**src/logic/membridge_pkg.sv**
```systemverilog
////////////////////
// membridge shared definitions
// register map, widths, register word decode and burst descriptor
////////////////////
`default_nettype none

package membridge_pkg;

    localparam int ADDR64_W      = 29;  // word address, byte addr >> 3
    localparam int DATA_W        = 64;  // buffer and axi data word
    localparam int REG_A_W       = 4;   // register address bits
    localparam int BURST_MAX     = 16;  // longest axi burst in words
    localparam int LEN_W         = 5;   // burst length, must hold 16
    localparam int BURST_Q_DEPTH = 4;   // bursts waiting for data beats
    localparam int Q_PTR_W       = $clog2(BURST_Q_DEPTH);
    localparam int Q_CNT_W       = Q_PTR_W + 1;  // 0..depth
    localparam int RESP_CNT_W    = 8;   // bursts waiting for bresp

    // register map
    localparam logic [REG_A_W-1:0] REG_CTRL      = REG_A_W'(0); // enable, start, keep_addr
    localparam logic [REG_A_W-1:0] REG_LO_ADDR64 = REG_A_W'(2); // window base, words
    localparam logic [REG_A_W-1:0] REG_SIZE64    = REG_A_W'(3); // window size, words
    localparam logic [REG_A_W-1:0] REG_START64   = REG_A_W'(4); // start, relative to base
    localparam logic [REG_A_W-1:0] REG_LEN64     = REG_A_W'(5); // transfer length, words

    // control word layout
    typedef struct packed {
        logic [28:0] rsvd;
        logic        keep_addr;  // continue from last rel address
        logic        start;      // kick a transfer
        logic        enable;     // bridge on, clearing drops done
    } ctrl_t;

    // address / length layout
    typedef struct packed {
        logic [31-ADDR64_W:0] rsvd;
        logic [ADDR64_W-1:0]  addr64;
    } addr_fld_t;

    // one write word, two views picked by register address
    typedef union packed {
        ctrl_t     ctrl;
        addr_fld_t fld;
    } reg_data_u;

    typedef struct packed {
        logic [REG_A_W-1:0] addr;
        reg_data_u          data;
    } reg_wr_t;

    // transfer setup, regs -> planner
    typedef struct packed {
        logic [ADDR64_W-1:0] lo_addr64;
        logic [ADDR64_W-1:0] size64;
        logic [ADDR64_W-1:0] start64;
        logic [ADDR64_W-1:0] len64;
        logic                keep_addr;
    } xfer_cfg_t;

    // one write burst
    typedef struct packed {
        logic [ADDR64_W-1:0] addr64;  // absolute word address
        logic [LEN_W-1:0]    len;     // 1..BURST_MAX words
    } burst_t;

endpackage

`default_nettype wire

```
**src/logic/bridge_regs.sv**
```systemverilog
////////////////////
// bridge_regs
// host register file behind a four-phase req/ack write port,
// start pulse generation and busy / done status
////////////////////
`default_nettype none

module bridge_regs import membridge_pkg::*; (
    input  logic      hclk,
    input  logic      rst,
    input  reg_wr_t   reg_wr_i,     // held stable while req is high
    input  logic      reg_req_i,
    output logic      reg_ack_o,
    input  logic      xfer_idle_i,  // all bursts answered
    input  logic      plan_done_i,  // planner has issued everything
    output xfer_cfg_t cfg_o,
    output logic      start_o,      // one cycle kick to the planner
    output logic      busy_o,
    output logic      done_o
);

    logic                wr_stb;      // first cycle of a host write
    reg_data_u           wd;
    logic [ADDR64_W-1:0] aligned64;   // address field on a 16 word grid
    logic                set_ctrl;
    logic                set_lo;
    logic                set_size;
    logic                set_start;
    logic                set_len;
    logic                enable;

    assign wr_stb    = reg_req_i && !reg_ack_o;  // ack still low
    assign wd        = reg_wr_i.data;
    assign aligned64 = {wd.fld.addr64[ADDR64_W-1:4], 4'b0000};

    assign set_ctrl  = wr_stb && (reg_wr_i.addr == REG_CTRL);
    assign set_lo    = wr_stb && (reg_wr_i.addr == REG_LO_ADDR64);
    assign set_size  = wr_stb && (reg_wr_i.addr == REG_SIZE64);
    assign set_start = wr_stb && (reg_wr_i.addr == REG_START64);
    assign set_len   = wr_stb && (reg_wr_i.addr == REG_LEN64);

    // ack mirrors req one cycle late
    always_ff @(posedge hclk or posedge rst) begin
        if (rst) begin
            reg_ack_o <= 1'b0;
        end else begin
            reg_ack_o <= reg_req_i;
        end
    end

    // setup registers
    always_ff @(posedge hclk) begin
        if (set_lo)    cfg_o.lo_addr64 <= aligned64;
        if (set_size)  cfg_o.size64    <= aligned64;
        if (set_lo)
            cfg_o.start64 <= '0;         // new window restarts at base
        else if (set_start)
            cfg_o.start64 <= aligned64;
        if (set_len)   cfg_o.len64     <= wd.fld.addr64;  // any length
        if (set_ctrl)  cfg_o.keep_addr <= wd.ctrl.keep_addr;
    end

    always_ff @(posedge hclk or posedge rst) begin
        if (rst) begin
            enable  <= 1'b0;
            start_o <= 1'b0;
            busy_o  <= 1'b0;
            done_o  <= 1'b0;
        end else begin
            if (set_ctrl) enable <= wd.ctrl.enable;
            // start only from an idle and enabled bridge
            start_o <= set_ctrl && wd.ctrl.start && wd.ctrl.enable && !busy_o;
            if (start_o)
                busy_o <= 1'b1;
            else if (xfer_idle_i && plan_done_i)
                busy_o <= 1'b0;          // last bresp seen
            if (!enable || start_o)
                done_o <= 1'b0;
            else if (busy_o && xfer_idle_i && plan_done_i)
                done_o <= 1'b1;          // same edge busy drops
        end
    end

    // host keeps req and the write word up until acked
    a_req_held: assert property (@(posedge hclk) disable iff (rst)
        reg_req_i && !reg_ack_o |=> reg_req_i && $stable(reg_wr_i));

endmodule

`default_nettype wire

```
**src/logic/burst_planner.sv**
```systemverilog
////////////////////
// burst_planner
// walks relative address and words left, cuts the run into
// bursts of up to 16 words with rollover inside the window
////////////////////
`default_nettype none

module burst_planner import membridge_pkg::*; (
    input  logic      hclk,
    input  logic      rst,
    input  xfer_cfg_t cfg_i,
    input  logic      start_i,
    output burst_t    burst_o,
    output logic      burst_valid_o,
    input  logic      burst_ready_i,
    output logic      plan_done_o     // all bursts handed over
);

    logic [ADDR64_W-1:0] rel;         // address relative to lo_addr64
    logic [ADDR64_W-1:0] left;        // words still to plan
    logic [ADDR64_W-1:4] last_blk;    // last 16 word block of window
    logic                last_burst;  // registered, left fits one burst
    logic                rollover;    // registered, rel at window end
    logic                calc;        // rel / left just changed
    logic                hs;
    logic [ADDR64_W-1:0] addr_r;      // registered lo + rel
    logic [LEN_W-1:0]    len_r;

    assign hs       = burst_valid_o && burst_ready_i;
    assign last_blk = cfg_i.size64[ADDR64_W-1:4] - 1'b1;
    assign burst_o  = '{addr64: addr_r, len: len_r};

    // control
    always_ff @(posedge hclk or posedge rst) begin
        if (rst) begin
            calc          <= 1'b0;
            burst_valid_o <= 1'b0;
            plan_done_o   <= 1'b0;
        end else if (start_i) begin
            calc          <= 1'b1;       // load first, then add
            burst_valid_o <= 1'b0;
            plan_done_o   <= 1'b0;
        end else if (hs) begin
            burst_valid_o <= 1'b0;
            calc          <= !last_burst;
            plan_done_o   <= last_burst;
        end else if (calc) begin
            calc          <= 1'b0;
            burst_valid_o <= (left != '0);
            plan_done_o   <= (left == '0);  // zero length transfer
        end
    end

    // address and length walk
    always_ff @(posedge hclk) begin
        if (start_i) begin
            if (!cfg_i.keep_addr)
                rel <= cfg_i.start64;
            left <= cfg_i.len64;
        end else if (hs) begin
            // whole block step, wrap after the top block
            rel  <= rollover ? '0 : rel + ADDR64_W'(BURST_MAX);
            left <= last_burst ? '0 : left - ADDR64_W'(BURST_MAX);
        end

        if (calc) begin
            addr_r     <= cfg_i.lo_addr64 + rel;
            len_r      <= (|left[ADDR64_W-1:4]) ? LEN_W'(BURST_MAX) : LEN_W'(left[3:0]);
            last_burst <= (left <= ADDR64_W'(BURST_MAX));
            rollover   <= (rel[ADDR64_W-1:4] == last_blk);
        end
    end

    a_burst_len: assert property (@(posedge hclk) disable iff (rst)
        burst_valid_o |-> (burst_o.len != '0) && (burst_o.len <= LEN_W'(BURST_MAX)));

endmodule

`default_nettype wire

```
**src/logic/axi_wr_master.sv**
```systemverilog
////////////////////
// axi_wr_master
// axi write address and data channels, buffer word intake,
// burst length queue and bresp counting
////////////////////
`default_nettype none

module axi_wr_master import membridge_pkg::*; (
    input  logic              hclk,
    input  logic              rst,
    input  burst_t            burst_i,
    input  logic              burst_valid_i,
    output logic              burst_ready_o,
    input  logic [DATA_W-1:0] word_i,
    input  logic              word_req_i,
    output logic              word_ack_o,
    output logic [31:0]       aw_addr_o,    // byte address
    output logic [3:0]        aw_len_o,     // beats - 1
    output logic              aw_valid_o,
    input  logic              aw_ready_i,
    output logic [DATA_W-1:0] w_data_o,
    output logic              w_last_o,
    output logic              w_valid_o,
    input  logic              w_ready_i,
    input  logic              b_valid_i,
    output logic              b_ready_o,
    output logic              xfer_idle_o   // no burst waiting for bresp
);

    logic [ADDR64_W-1:0]   aw_addr64;
    logic [LEN_W-1:0]      len_m1;
    logic                  take_burst;
    logic                  q_full;
    logic [LEN_W-1:0]      q_len [BURST_Q_DEPTH];  // lengths waiting for data
    logic [Q_PTR_W-1:0]    wr_ptr;
    logic [Q_PTR_W-1:0]    rd_ptr;
    logic [Q_CNT_W-1:0]    q_cnt;
    logic [LEN_W-1:0]      beat_cnt;    // beats sent in head burst
    logic [LEN_W-1:0]      beat_nxt;
    logic                  last_beat;
    logic                  beat_free;   // output beat empty next edge
    logic                  take_word;
    logic                  pop;
    logic                  b_hs;
    logic [RESP_CNT_W-1:0] resp_cnt;

    assign q_full        = (q_cnt == Q_CNT_W'(BURST_Q_DEPTH));
    assign burst_ready_o = (!aw_valid_o || aw_ready_i) && !q_full;
    assign take_burst    = burst_valid_i && burst_ready_o;
    assign len_m1        = burst_i.len - 1'b1;
    assign aw_addr_o     = {aw_addr64, 3'b000};

    // address channel
    always_ff @(posedge hclk or posedge rst) begin
        if (rst)             aw_valid_o <= 1'b0;
        else if (take_burst) aw_valid_o <= 1'b1;
        else if (aw_ready_i) aw_valid_o <= 1'b0;
    end

    always_ff @(posedge hclk) begin
        if (take_burst) begin
            aw_addr64     <= burst_i.addr64;
            aw_len_o      <= len_m1[LEN_W-2:0];
            q_len[wr_ptr] <= burst_i.len;
        end
        if (take_word) w_data_o <= word_i;
    end

    // data side
    assign beat_free = !w_valid_o || w_ready_i;
    assign take_word = word_req_i && !word_ack_o && (q_cnt != '0) && beat_free;
    assign beat_nxt  = beat_cnt + 1'b1;
    assign last_beat = (beat_nxt == q_len[rd_ptr]);
    assign pop       = take_word && last_beat;  // head burst fully sent

    always_ff @(posedge hclk or posedge rst) begin
        if (rst) begin
            wr_ptr     <= '0;
            rd_ptr     <= '0;
            q_cnt      <= '0;
            beat_cnt   <= '0;
            word_ack_o <= 1'b0;
            w_valid_o  <= 1'b0;
            w_last_o   <= 1'b0;
        end else begin
            if (take_burst) wr_ptr <= wr_ptr + 1'b1;
            if (pop)        rd_ptr <= rd_ptr + 1'b1;
            case ({take_burst, pop})
                2'b10:   q_cnt <= q_cnt + 1'b1;
                2'b01:   q_cnt <= q_cnt - 1'b1;
                default: q_cnt <= q_cnt;
            endcase
            if (take_word) beat_cnt <= last_beat ? '0 : beat_nxt;
            // four-phase ack drops a cycle after req
            word_ack_o <= take_word || (word_ack_o && word_req_i);
            w_valid_o  <= take_word || (w_valid_o && !w_ready_i);
            w_last_o   <= take_word ? last_beat : (w_last_o && !w_ready_i);
        end
    end

    // response side
    assign b_ready_o   = 1'b1;
    assign b_hs        = b_valid_i && b_ready_o;
    assign xfer_idle_o = (resp_cnt == '0);

    always_ff @(posedge hclk or posedge rst) begin
        if (rst) begin
            resp_cnt <= '0;
        end else begin
            case ({take_burst, b_hs})
                2'b10:   resp_cnt <= resp_cnt + 1'b1;  // planned but not answered
                2'b01:   resp_cnt <= resp_cnt - 1'b1;
                default: resp_cnt <= resp_cnt;
            endcase
        end
    end

    // descriptor source holds its offer until taken
    a_burst_held: assert property (@(posedge hclk) disable iff (rst)
        burst_valid_i && !burst_ready_o |=> burst_valid_i && $stable(burst_i));
    // buffer word stays put until acked
    a_word_held: assert property (@(posedge hclk) disable iff (rst)
        word_req_i && !word_ack_o |=> word_req_i && $stable(word_i));

endmodule

`default_nettype wire

```
**src/logic/membridge_top.sv**
```systemverilog
////////////////////
// membridge_top
// buffer to system memory write bridge, regs -> planner -> axi master
////////////////////
`default_nettype none

module membridge_top import membridge_pkg::*; (
    input  logic              hclk,
    input  logic              rst,
    // host register port
    input  reg_wr_t           reg_wr_i,
    input  logic              reg_req_i,
    output logic              reg_ack_o,
    // buffer word source
    input  logic [DATA_W-1:0] word_i,
    input  logic              word_req_i,
    output logic              word_ack_o,
    // axi write
    output logic [31:0]       aw_addr_o,
    output logic [3:0]        aw_len_o,
    output logic              aw_valid_o,
    input  logic              aw_ready_i,
    output logic [DATA_W-1:0] w_data_o,
    output logic              w_last_o,
    output logic              w_valid_o,
    input  logic              w_ready_i,
    input  logic              b_valid_i,
    output logic              b_ready_o,
    // status
    output logic              busy_o,
    output logic              done_o
);

    xfer_cfg_t cfg;
    logic      start;
    burst_t    burst;
    logic      burst_valid;
    logic      burst_ready;
    logic      plan_done;
    logic      xfer_idle;

    bridge_regs regs_i (
        .hclk        (hclk),
        .rst         (rst),
        .reg_wr_i    (reg_wr_i),
        .reg_req_i   (reg_req_i),
        .reg_ack_o   (reg_ack_o),
        .xfer_idle_i (xfer_idle),
        .plan_done_i (plan_done),
        .cfg_o       (cfg),
        .start_o     (start),
        .busy_o      (busy_o),
        .done_o      (done_o)
    );

    burst_planner planner_i (
        .hclk          (hclk),
        .rst           (rst),
        .cfg_i         (cfg),
        .start_i       (start),
        .burst_o       (burst),
        .burst_valid_o (burst_valid),
        .burst_ready_i (burst_ready),
        .plan_done_o   (plan_done)
    );

    axi_wr_master master_i (
        .hclk          (hclk),
        .rst           (rst),
        .burst_i       (burst),
        .burst_valid_i (burst_valid),
        .burst_ready_o (burst_ready),
        .word_i        (word_i),
        .word_req_i    (word_req_i),
        .word_ack_o    (word_ack_o),
        .aw_addr_o     (aw_addr_o),
        .aw_len_o      (aw_len_o),
        .aw_valid_o    (aw_valid_o),
        .aw_ready_i    (aw_ready_i),
        .w_data_o      (w_data_o),
        .w_last_o      (w_last_o),
        .w_valid_o     (w_valid_o),
        .w_ready_i     (w_ready_i),
        .b_valid_i     (b_valid_i),
        .b_ready_o     (b_ready_o),
        .xfer_idle_o   (xfer_idle)
    );

endmodule

`default_nettype wire

```
**config.mk**
```make
export PLATFORM = sky130hd
export DESIGN_NAME = membridge_top
export DESIGN_NICKNAME = d
export VERILOG_FILES = /design/src/logic/membridge_pkg.sv /design/src/logic/bridge_regs.sv /design/src/logic/burst_planner.sv /design/src/logic/axi_wr_master.sv /design/src/logic/membridge_top.sv
export SDC_FILE = /design/constraint.sdc
export NUM_CORES = 1
export LEC_CHECK = 0
export BUFFER_PORTS_ARGS = -buffer_cell sky130_fd_sc_hd__buf_2
export CORE_MARGIN = 8
export CORE_UTILIZATION = 55
export DETAILED_ROUTE_END_ITERATION = 8
export HOLD_SLACK_MARGIN = 0.05
export PLACE_DENSITY = 0.77
export SYNTH_ARGS = -nofsm -noshare
export SYNTH_HDL_FRONTEND = slang
export SYNTH_HIERARCHICAL = 1
export SYNTH_SLANG_ARGS = --single-unit
```
**constraint.sdc**
```tcl
create_clock -name hclk -period 5.6 [get_ports hclk]
set_input_delay 1.12 -clock hclk [delete_from_list [all_inputs] [get_ports hclk]]
set_output_delay 1.12 -clock hclk [all_outputs]
set_load 0.03 [all_outputs]
```
## After elaboration in Yosys (flattened, before gate mapping)

Memory sizes are Yosys's and may differ from the RTL's.
Index checks and enable logic that the tools add are counted.

- Reduce and logical (&&, ||, !) cells: 49
- $lt $le $gt $ge: 1
- Add/subtract/negate cells: 12
- Muxes and demuxes: 28
- Equality and inequality tests: 12

Operators with widths:

| kind | number |
|---|---|
| two-way mux 29 bit | 7 |
| adder 29 bit | 1 |
| adder 29 x 5 -> 29 bit (second input constant) | 1 |
| less-or-equal comparator 29 x 5 -> 1 bit (second input constant) | 1 |
| logical NOT 29 bit | 1 |
| nonzero test 29 bit | 1 |
| subtractor 29 x 5 -> 29 bit (second input constant) | 1 |
| equality test 25 bit | 1 |
| OR reduction 25 bit | 1 |
| subtractor 25 x 1 -> 25 bit (second input constant) | 1 |
| logical AND 1 bit | 21 |
| two-way mux 1 bit | 17 |
| one-hot mux 8 bit (2 select lines) | 1 |
| nonzero test 2 bit | 6 |
| two-way mux 5 bit | 2 |
| logical NOT 1 bit | 9 |
| adder 8 x 1 -> 8 bit (second input constant) | 1 |
| equality test 4 x 2 -> 1 bit (second input constant) | 2 |
| equality test 4 x 3 -> 1 bit (second input constant) | 2 |
| logical NOT 8 bit | 1 |
| subtractor 8 x 1 -> 8 bit (second input constant) | 1 |
| one-hot mux 3 bit (2 select lines) | 1 |
| nonzero test 3 bit | 2 |
| adder 5 x 1 -> 5 bit (second input constant) | 1 |
| 12 further kinds | 19 |

- Register bits: 328
- Memories kept: 1
- Bits of input ports: 107
- Output and inout bits: 108
- Memory bits (writable): 20

Memories:

| memory | depth | width | rd ports | clocked after memory_dff | write ports | RTL line | text |
|---|---|---|---|---|---|---|---|
| master_i.q_len | 4 | 5 | 1 | 0 | 1 | axi_wr_master.sv:34 | `logic [LEN_W-1:0] q_len [BURST_Q_DEPTH];` |

## Depth between registers and ports, before layout

Gate-level depths: netlist of run 1.

- Word-level depth: 7
- Mapped depth: 12
- Depth with buffers taken out: 11

## Hierarchy

Netlist of run 1, hierarchy kept.

By module, submodules not included:

| module | seq. area each (µm²) | times used | area an instance (µm²) | cells an instance |
|---|---|---|---|---|
| burst_planner | 2897.8 | 1 | 6850.3 | 686 |
| axi_wr_master | 4113.9 | 1 | 5342.6 | 309 |
| bridge_regs | 3027.9 | 1 | 3504.6 | 172 |

## Least setup slack after synthesis of run 1

No wires, ideal clock.

- Kind: in2reg
- Start point: input port reg_wr_i[35] (netlist bit)
- End point: register regs_i/cfg_o[10] (netlist bit) (enable)
- Stages: 2
- Setup slack: 1866 ps
- Arrival: 3282 ps
- Library setup time: 452 ps
- Buffers on the path: 0
- Data required time: 5148 ps
- Cell sequence: nand2b_1 > nor3_1

- Longest elaborated chain between the ends: 2

RTL lines:

| item | RTL line | text |
|---|---|---|
| start, declared | membridge_top.sv:11 | `input reg_wr_t reg_wr_i,` |
| equality test 4 x 3 -> 1 bit | bridge_regs.sv:40 | `assign set_len = wr_stb && (reg_wr_i.addr == REG_LEN64);` |
| logical AND 1 bit | bridge_regs.sv:40 |  |
| named net regs_i.set_len | bridge_regs.sv:29 | `logic set_len;` |
| end, declared | bridge_regs.sv:16 | `output xfer_cfg_t cfg_o,` |

The timed path passes the listed nets, and every way through them passes these cells.
A chain may end at the register's enable or synchronous reset.

## Worst setup path in the final report of run 1

- Start point: input port aw_ready_i
- End point: register master_i.resp_cnt[4]

- Longest elaborated chain between the ends: 5
- Elaborated cells between the ends (all ways): 7

RTL lines:

| item | RTL line | text |
|---|---|---|
| start, declared | membridge_top.sv:22 | `input logic aw_ready_i,` |
| logical OR 1 bit (*) | axi_wr_master.sv:48 | `assign burst_ready_o = (!aw_valid_o \|\| aw_ready_i) && !q_full;` |
| logical AND 1 bit (*) | axi_wr_master.sv:48 |  |
| named net burst_ready | membridge_top.sv:38 | `logic burst_ready;` |
| logical AND 1 bit (*) | axi_wr_master.sv:49 | `assign take_burst = burst_valid_i && burst_ready_o;` |
| equality test 2 x 1 -> 1 bit or equality test 2 bit (tied branches) | axi_wr_master.sv:110 | `case ({take_burst, b_hs})` |
| one-hot mux 8 bit (2 select lines) or nonzero test 2 bit (tied branches) | -- |  |
| end signal, assigned | axi_wr_master.sv:111 | `2'b10: resp_cnt <= resp_cnt + 1'b1;` |
| end signal, assigned | axi_wr_master.sv:112 | `2'b01: resp_cnt <= resp_cnt - 1'b1;` |
| end signal, assigned | axi_wr_master.sv:113 | `default: resp_cnt <= resp_cnt;` |
| end, declared | axi_wr_master.sv:45 | `logic [RESP_CNT_W-1:0] resp_cnt;` |

The timed path passes the listed nets; every way through them passes the cells marked *.

==> impl_metrics.tcl, run 1 <==
set metrics [dict create \
    hp-class "register to register" \
    crit_chain "buf_2 > nor2b_1 > a31oi_1 > nand2_1 > ha_1 > xor2_1 > ha_1 > and3b_1 > o21ai_0 > a21oi_1 > a211o_1 > xnor2_1" \
    grt_max_degree 46 \
    clk_path_buf_depth 3 \
    wl_um 35600 \
    status "completed" \
    drc_errors 0 \
    postSynthCellCount 1163 \
    worstSetupStartpoint "aw_ready_i" \
    drtIter0Drc 743 \
    maxCapViolCount 0 \
    r2r-start "master_i/aw_valid_o" \
    grt_pass1_vias 9780 \
    r2r-end "master_i/resp_cnt[4]" \
    viasPerCell 5.621 \
    crit_type "input port to register" \
    p_per_area_mw_per_mm2 495.7 \
    rsz0062_at_grt "false" \
    slowest_delay_ps 530 \
    port_buffers 207 \
    worst_setup_path_end_kind "register" \
    finalHoldViolations 0 \
    postRouteAntennaNets 0 \
    synth_warnings 6 \
    gp_congestion 0.9028 \
    via_count 10040 \
    dieArea_mm2 0.03414 \
    peakVddDrop_mv 0.2337 \
    r2r_cells 11 \
    final_nets 1530 \
    min_period_ps 3546 \
    drv_slew 0 \
    grt-ovfl-total 0 \
    tns_ps 0 \
    crit_end "master_i/resp_cnt[4]" \
    initial_core_util 0.5609 \
    clock_latency_ps 530 \
    first_pass_iters 5 \
    clkTransAtPathRegs_ps 60 \
    final_cell_mix "edfxtp_1, buf_2, nand2_1" \
    regArea_mm2 0.01004 \
    fill_cells 2096 \
    synth.avg_cell_area_um2 13.47 \
    cp-start-kind "input port" \
    r2r_setup_slack_ps 2260 \
    post-route-period-util 0.6333 \
    die_x_um 184.8 \
    area_growth_pct 17.41 \
    cts_made_buffers 36 \
    worstPathArrival_ps 3940 \
    fmax_mhz 282.0 \
    cts_tree "built" \
    drive_gt1_frac 0.2255 \
    wl_per_cell_um 19.93 \
    final_core_util 0.6585 \
    cts-resized-gates 0 \
    dp_hpwl_um 25940 \
    ios 215 \
    grt_pass1_wl_um 53990 \
    postCtsSetupBuffers 0 \
    setup_violations 0 \
    worstPathMaxFanout 12 \
    slew_headroom 0.2131 \
    cts-root-buf "clkbuf_16" \
    cts_hold_repair.buffers 0 \
    total_leakage_power_nw 6.877 \
    cp_common_cell "ha_1" \
    grtUsageTotal 0.2025 \
    skew_ps 25.20 \
    multiInputGateArea_mm2 0.005284 \
    rows 61 \
    slowest_stage "a31oi_1" \
    required_ps 5990 \
    final_common_cell "edfxtp_1" \
    max_slew.worst_pin.slew_ps 1179 \
    core_area_mm2 0.02793 \
    cts.sinks 348 \
    die_h_um 184.8 \
    synth_area_mm2 0.01567 \
    antenna_found_initial 2 \
    h-tree-depth 2 \
]
sequential cells by signal, indices dropped and copies added, names as in the netlist, 2 cells and up:
name / cells
master_i/beat_cnt: 5
planner_i/left: 29
regs_i/cfg_o: 105
planner_i/addr_r: 29
master_i/q_cnt: 3
master_i/w_data_o: 64
master_i/aw_addr64: 29
master_i/resp_cnt: 8
planner_i/rel: 29
planner_i/len_r: 5
master_i/q_len: 20
master_i/wr_ptr: 2
master_i/rd_ptr: 2
master_i/aw_len_o: 4
report_power, final:
group          switching [mW]  internal (mW)  total [mW]
Sequential              0.462           3.50        3.96
Clock                   0.979           1.68        2.66
Combinational            1.58          0.912        2.49
final cells by class:
class | instances | area share
inverters | 39 | 0.007958
clock inverters | 22 | 0.02190
well taps | 378 | 0.02571
repair buffers | 215 | 0.05958
diodes | 2 | 0.0002721
multi-input cells | 739 | 0.2872
clock buffers | 43 | 0.05149
flip-flops and latches | 348 | 0.5458
stage by stage:
| stage | power, mW | cells | instance area [um^2] | setup WS, ps | hold WS (ps) |
|---|---|---|---|---|---|
| floorplan | 5.768 | 1172 | 15700 | 1866 | 400.3 |
| global placement | 6.392 | 1719 | 17040 | 1801 | 401.6 |
| detailed placement | 6.478 | 1719 | 17040 | 1668 | 404.5 |
| CTS | 9.166 | 1784 | 18390 | 2180 | 400.7 |
| global route | 9.549 | 1786 | 18400 | 1899 | 415.6 |
| finish | 9.119 | 1786 | 18400 | 2054 | 405.2 |
critical path: cells and delay by family:
family / cells / cell delay, ps
xor+xnor: 2 / 350
fa+ha+maj: 2 / 670
compound gates: 4 / 1220
simple gates: 3 / 520
buf+inv: 1 / 70
how the worst min path moves through the flow:
stage,start,end,slack (ps),cells after the start
2_1_floorplan,planner_i/addr_r[0],master_i/aw_addr64[0],400,0
3_3_place_gp,planner_i/addr_r[11],master_i/aw_addr64[11],400,0
3_5_place_dp,planner_i/addr_r[11],master_i/aw_addr64[11],400,0
4_1_cts,planner_i/addr_r[28],master_i/aw_addr64[28],400,0
5_1_grt,planner_i/addr_r[28],master_i/aw_addr64[28],420,0
6_report,planner_i/addr_r[28],master_i/aw_addr64[28],410,0
routing by layer:
layer  routed length [um]  track usage
met4                  927      0.06882
met2                17210       0.3299
met1                14980       0.2722
met3                 2482      0.03566
met5                    0            0
Note: power is estimated with default switching activity, not from simulation.
==> run 2, diff against run 1 <==
==> constraint.sdc (replaced) <==
create_clock -name hclk -period 3.4 [get_ports hclk]
set_input_delay 0.68 -clock hclk [delete_from_list [all_inputs] [get_ports hclk]]
set_output_delay 0.68 -clock hclk [all_outputs]
set_load 0.03 [all_outputs]
==> run 2 against run 1 <==
Effect of this change:
- sequential share of layout area increased by 0.26 points
- die area unchanged
- wire length about the same
- register-to-register slack got worse by 1900 ps
- final cell count increased by 0.56%
- core utilization decreased by 0.31 points
==> impl_metrics.tcl, run 2 (synthesized netlist as in run 1, its figures left out) <==
set metrics [dict create \
    status "completed" \
    max_slew.worst_pin.slew_ps 1054 \
    worst_setup_path_end_kind "register" \
    slowest_delay_ps 650 \
    cts.sinks 348 \
    worstPathMaxFanout 6 \
    p_sw_mw 4.986 \
    port_buffers 207 \
    post-route-period-util 0.8811 \
    dp_hpwl_um 25710 \
    cp_common_cell "xor2_1" \
    power.internal_mw 9.561 \
    ios 215 \
    worstPathArrival_ps 3440 \
    critical_path.top_delay_family "multiplexers" \
    rows 61 \
    clk_path_buf_depth 3 \
    final_cell_mix "edfxtp_1, buf_2, nand2_1" \
    total_leakage_power_nw 6.849 \
    clkTransAtPathRegs_ps 60 \
    min_period_ps 2996 \
    dieArea_mm2 0.03414 \
    skew_ps 26.29 \
    cts_tree "built" \
    tns_ps 0 \
    antenna_found_initial 2 \
    die_x_um 184.8 \
    drc_errors 0 \
    first_pass_iters 6 \
    grt_max_degree 69 \
    power.total_mw 14.55 \
    initial_core_util 0.5609 \
    p_seq_frac 0.448 \
    rsz0062_at_grt "false" \
    grt-ovfl-total 0 \
    grt_pass1_vias 10000 \
    p_per_area_mw_per_mm2 794.6 \
    h-tree-depth 2 \
    crit_type "register to register" \
    clock_latency_ps 530 \
    drive_gt1_frac 0.2253 \
    largest_register_ff_count 105 \
    maxCapViolCount 0 \
    via_count 10050 \
    die_h_um 184.8 \
    fill_cells 2105 \
    postRouteAntennaNets 0 \
    drtIter0Drc 686 \
    core_area_mm2 0.02793 \
    pwr-share-comb 0.285 \
    grt_pass1_wl_um 54710 \
    crit_chain "mux4_1 > xnor2_2 > nand3_4 > a211oi_4 > ha_1 > inv_1 > fa_1 > xor2_1 > nor2_1 > xor2_1" \
    hp-class "input port to register" \
    drv_slew 0 \
    cts-resized-gates 0 \
    setup_violations 0 \
    place_inst 1725 \
    grtUsageTotal 0.2042 \
    gp_congestion 0.9096 \
    stdcell_count 1796 \
    cts_made_buffers 37 \
    fmax_mhz 333.8 \
    reg_top3 "regs_i/cfg_o: 105 flops, master_i/w_data_o: 64 flops" \
    wl_per_cell_um 19.83 \
    pwr-share-clk 0.267 \
    slowest_stage "mux4_1" \
    dp_slack_ps 400.2 \
    r2r_setup_slack_ps 400 \
    slew_headroom 0.2970 \
    viasPerCell 5.597 \
    area_growth_pct 16.85 \
    largest-register "regs_i/cfg_o" \
    path_buf_inv 1 \
    final_nets 1538 \
    final_common_cell "edfxtp_1" \
    cp-start-kind "register" \
    timing.final.ws_setup_ps 404.2 \
    cts-root-buf "clkbuf_16" \
    required_ps 3850 \
    wl_um 35610 \
    finalHoldViolations 0 \
    peakVddDrop_mv 0.3994 \
    swShare 0.3427 \
]
[run 2: cell count changes in the layout (fill, tap and decap cells not counted), moves of 2 or more]
cell and change:
clkinv_8 -3, buf_4 +4, inv_6 +2, clkinv_2 +3, bufinv_16 -7, buf_12 +2, clkinv_1 +8
[run 2: path summary, 6_finish.rpt]
path / from / end / cells after the start
min in group asynchronous: rst / planner_i/burst_valid_o / 3
worst max register to register: master_i/rd_ptr[0] / master_i/q_cnt[2] / 10
max in group asynchronous: rst / master_i/resp_cnt[7] / 3
worst min register to register: planner_i/addr_r[22] / master_i/aw_addr64[22] / 0
worst max-delay path: master_i/rd_ptr[0] / master_i/q_cnt[2] / 10
worst min-delay path: reg_req_i / regs_i/reg_ack_o / 1
[run 2: cell type report]
type                    instances  area (um^2)  area share
repair buffers                222         1176     0.06424
clock inverters                26        227.7     0.01244
diodes                          2        5.005   0.0002734
clock buffers                  42        954.7     0.05215
inverters                      39        146.4    0.007996
multi-input cells             739         5284      0.2886
flip-flops and latches        348        10040      0.5485
well taps                     378        473.0     0.02583
[run 2: power by group through the flow]
stage	Sequential, mW	Combinational, mW	Clock [mW]
final	6.51	4.15	3.89
after global routing	6.62	4.53	4.15
after CTS	6.50	4.16	3.97
after detailed placement	6.57	4.13	0
after global placement	6.53	4.02	0
after floorplan	7.04	2.46	0
[run 2: repair_timing]
item	4_1_cts	5_1_grt
endpoints found under the hold margin	2	0
hold buffers	1	0
buffers inserted	0	0
[run 2: stage by stage]
step | hold WS, ps | utilization | area [um^2]
detailed placement | 404.5 | 0.6125 | 17110
floorplan | 400.3 | - | 15700
global placement | 402.4 | 0.6125 | 17110
CTS | 279.0 | 0.6552 | 18300
finish | 311.7 | 0.6554 | 18310
global route | 284.1 | 0.6554 | 18310
[run 2: metal layers]
metal  routed length (um)  part of all wire  GRT usage
met4                 1069             0.030    0.07426
met1                14780              0.42     0.2736
met3                 2667             0.075    0.03821
met5                    0                 0          0
met2                17100              0.48     0.3298
==> run 3, diff against run 2 <==
--- a/config.mk
+++ b/config.mk
@@ -5,12 +5,12 @@
 export SDC_FILE = /design/constraint.sdc
 export NUM_CORES = 1
 export LEC_CHECK = 0
-export BUFFER_PORTS_ARGS = -buffer_cell sky130_fd_sc_hd__buf_2
 export CORE_MARGIN = 8
 export CORE_UTILIZATION = 55
 export DETAILED_ROUTE_END_ITERATION = 8
+export DONT_BUFFER_PORTS = 1
 export HOLD_SLACK_MARGIN = 0.05
-export PLACE_DENSITY = 0.77
+export PLACE_DENSITY = 0.7
 export SYNTH_ARGS = -nofsm -noshare
 export SYNTH_HDL_FRONTEND = slang
 export SYNTH_HIERARCHICAL = 1
==> run 3 against run 2 <==
Effect of this change:
- critical path depth decreased by 2
- clock power shrank 2%
- sequential share of layout area up 3.3 points
==> impl_metrics.tcl, run 3 (synthesized netlist as in run 1, its figures left out) <==
set metrics [dict create \
    status "completed" \
    via_count 9116 \
    p_seq_frac 0.516 \
    largest-register "regs_i/cfg_o" \
    rows 61 \
    drc_errors 0 \
    dieArea_mm2 0.03414 \
    reg_top3 "regs_i/cfg_o: 105 flops, master_i/w_data_o: 64 flops" \
    final_nets 1334 \
    die_h_um 184.8 \
    pwr-share-clk 0.270 \
    wl_per_cell_um 20.95 \
    worstPathArrival_ps 3180 \
    cp-start-kind "register" \
    h-tree-depth 2 \
    fmax_mhz 342.9 \
    antennaDiodeCount 0 \
    drtIter0Drc 669 \
    post-route-period-util 0.8577 \
    maxCapViolCount 0 \
    gp_congestion 0.9081 \
    hp-class "input port to register" \
    wl_um 33320 \
    setup_violations 0 \
    final_cell_mix "edfxtp_1, nand2_1, xnor2_1" \
    largest_register_ff_count 105 \
    clock_latency_ps 530 \
    cts-root-buf "clkbuf_16" \
    power.internal_mw 9.269 \
    grt_pass1_vias 8816 \
    final_common_cell "edfxtp_1" \
    rsz0062_at_grt "false" \
    initial_core_util 0.5609 \
    antenna_found_initial 1 \
    worst_setup_path_end_kind "register" \
    tns_ps 0 \
    worstPathMaxFanout 7 \
    cts_made_buffers 37 \
    fill_cells 2170 \
    grt-ovfl-total 0 \
    finalHoldViolations 0 \
    drv_slew 0 \
    max_slew.worst_pin.slew_ps 1017 \
    total_leakage_power_nw 6.028 \
    dp_hpwl_um 24560 \
    min_period_ps 2916 \
    clkTransAtPathRegs_ps 60 \
    first_pass_iters 5 \
    die_x_um 184.8 \
    required_ps 3660 \
    skew_ps 23.74 \
    grtUsageTotal 0.1895 \
    cts_tree "built" \
    pwr-share-comb 0.214 \
    grt_max_degree 69 \
    p_sw_mw 4.808 \
    postRouteAntennaNets 0 \
    ios 215 \
    p_per_area_mw_per_mm2 815.8 \
    dp_slack_ps 551.3 \
    crit_type "register to register" \
    port_buffers 0 \
    peakVddDrop_mv 0.4256 \
    cts.sinks 348 \
    drive_gt1_frac 0.09241 \
    grt_pass1_wl_um 50120 \
    slew_headroom 0.3212 \
    clk_path_buf_depth 3 \
    area_growth_pct 10.13 \
    core_area_mm2 0.02793 \
    viasPerCell 5.733 \
    timing.final.ws_setup_ps 484.0 \
    swShare 0.3415 \
]
-- run 3: changes by cell type in the layout (fill, tap and decap cells not counted), moves of 2 or more --
| cell | change |
|---|---|
| clkbuf_1 | +2 |
| buf_2 | -207 |
| buf_4 | +4 |
| clkinv_2 | -3 |
| clkinv_8 | +2 |
| diode_2 | -2 |
-- run 3: path summary, 6_finish.rpt --
kind	from	endpoint	slack, ps	cells after the start
max	planner_i/rel[9]	planner_i/addr_r[22]	480	8
min	reg_req_i	regs_i/reg_ack_o	190	0
max reg2reg	planner_i/rel[9]	planner_i/addr_r[22]	480	8
min reg2reg	planner_i/addr_r[28]	master_i/aw_addr64[28]	420	0
max in group asynchronous	rst	master_i/resp_cnt[7]	2480	1
min in group asynchronous	rst	master_i/rd_ptr[1]	280	1
-- run 3: stage by stage --
step	utilization	total power [mW]	cell area [um^2]	std cells	hold slack [ps]
3_3_place_gp	0.5758	10.24	16080	1521	403.0
3_5_place_dp	0.5758	10.35	16080	1521	405.2
6_report	0.6177	14.08	17260	1590	190.4
4_1_cts	0.6177	14.18	17260	1590	163.9
2_1_floorplan	-	9.500	15700	1172	400.3
5_1_grt	0.6177	14.81	17260	1590	166.2
-- run 3: metal layers --
metal | wire, um | GRT usage
met1 | 14280 | 0.2574
met3 | 2595 | 0.04918
met4 | 619 | 0.05250
met5 | 12 | 0
met2 | 15810 | 0.2994
-- run 3: cell type report --
class	count	area, um^2	area share
clock inverter	24	198.9	0.01153
sequential	348	10040	0.5819
multi-input combinational	739	5284	0.3062
inverter	39	146.4	0.008484
timing repair buffer	18	150.1	0.008701
clock buffer	44	962.2	0.05576
tap	378	473.0	0.02741
-- run 3: power groups by stage --
stage / registers, mW / clock network, mW / logic [mW]
2_1_floorplan: 7.04 / 0 / 2.46
4_1_cts: 7.26 / 3.89 / 3.03
3_5_place_dp: 7.34 / 0 / 3.00
6_report: 7.26 / 3.80 / 3.01
3_3_place_gp: 7.31 / 0 / 2.93
5_1_grt: 7.37 / 4.08 / 3.36
-- run 3: timing repair --
action | 4_1_cts | 5_1_grt
hold buffers | 1 | 0
resized for setup | 0 | 0
setup buffers | 0 | 0
endpoints found under the hold margin | 8 | 0
-- run 3: worst max-delay path, stage by stage, from the launching register on --
cell       delay, ps
edfxtp_1         540
ha_1             420
o211ai_1         110
nor2_1           150
a2bb2oi_1        300
a221oi_1         170
o31ai_1          580
a311oi_1         210
xnor2_1          150
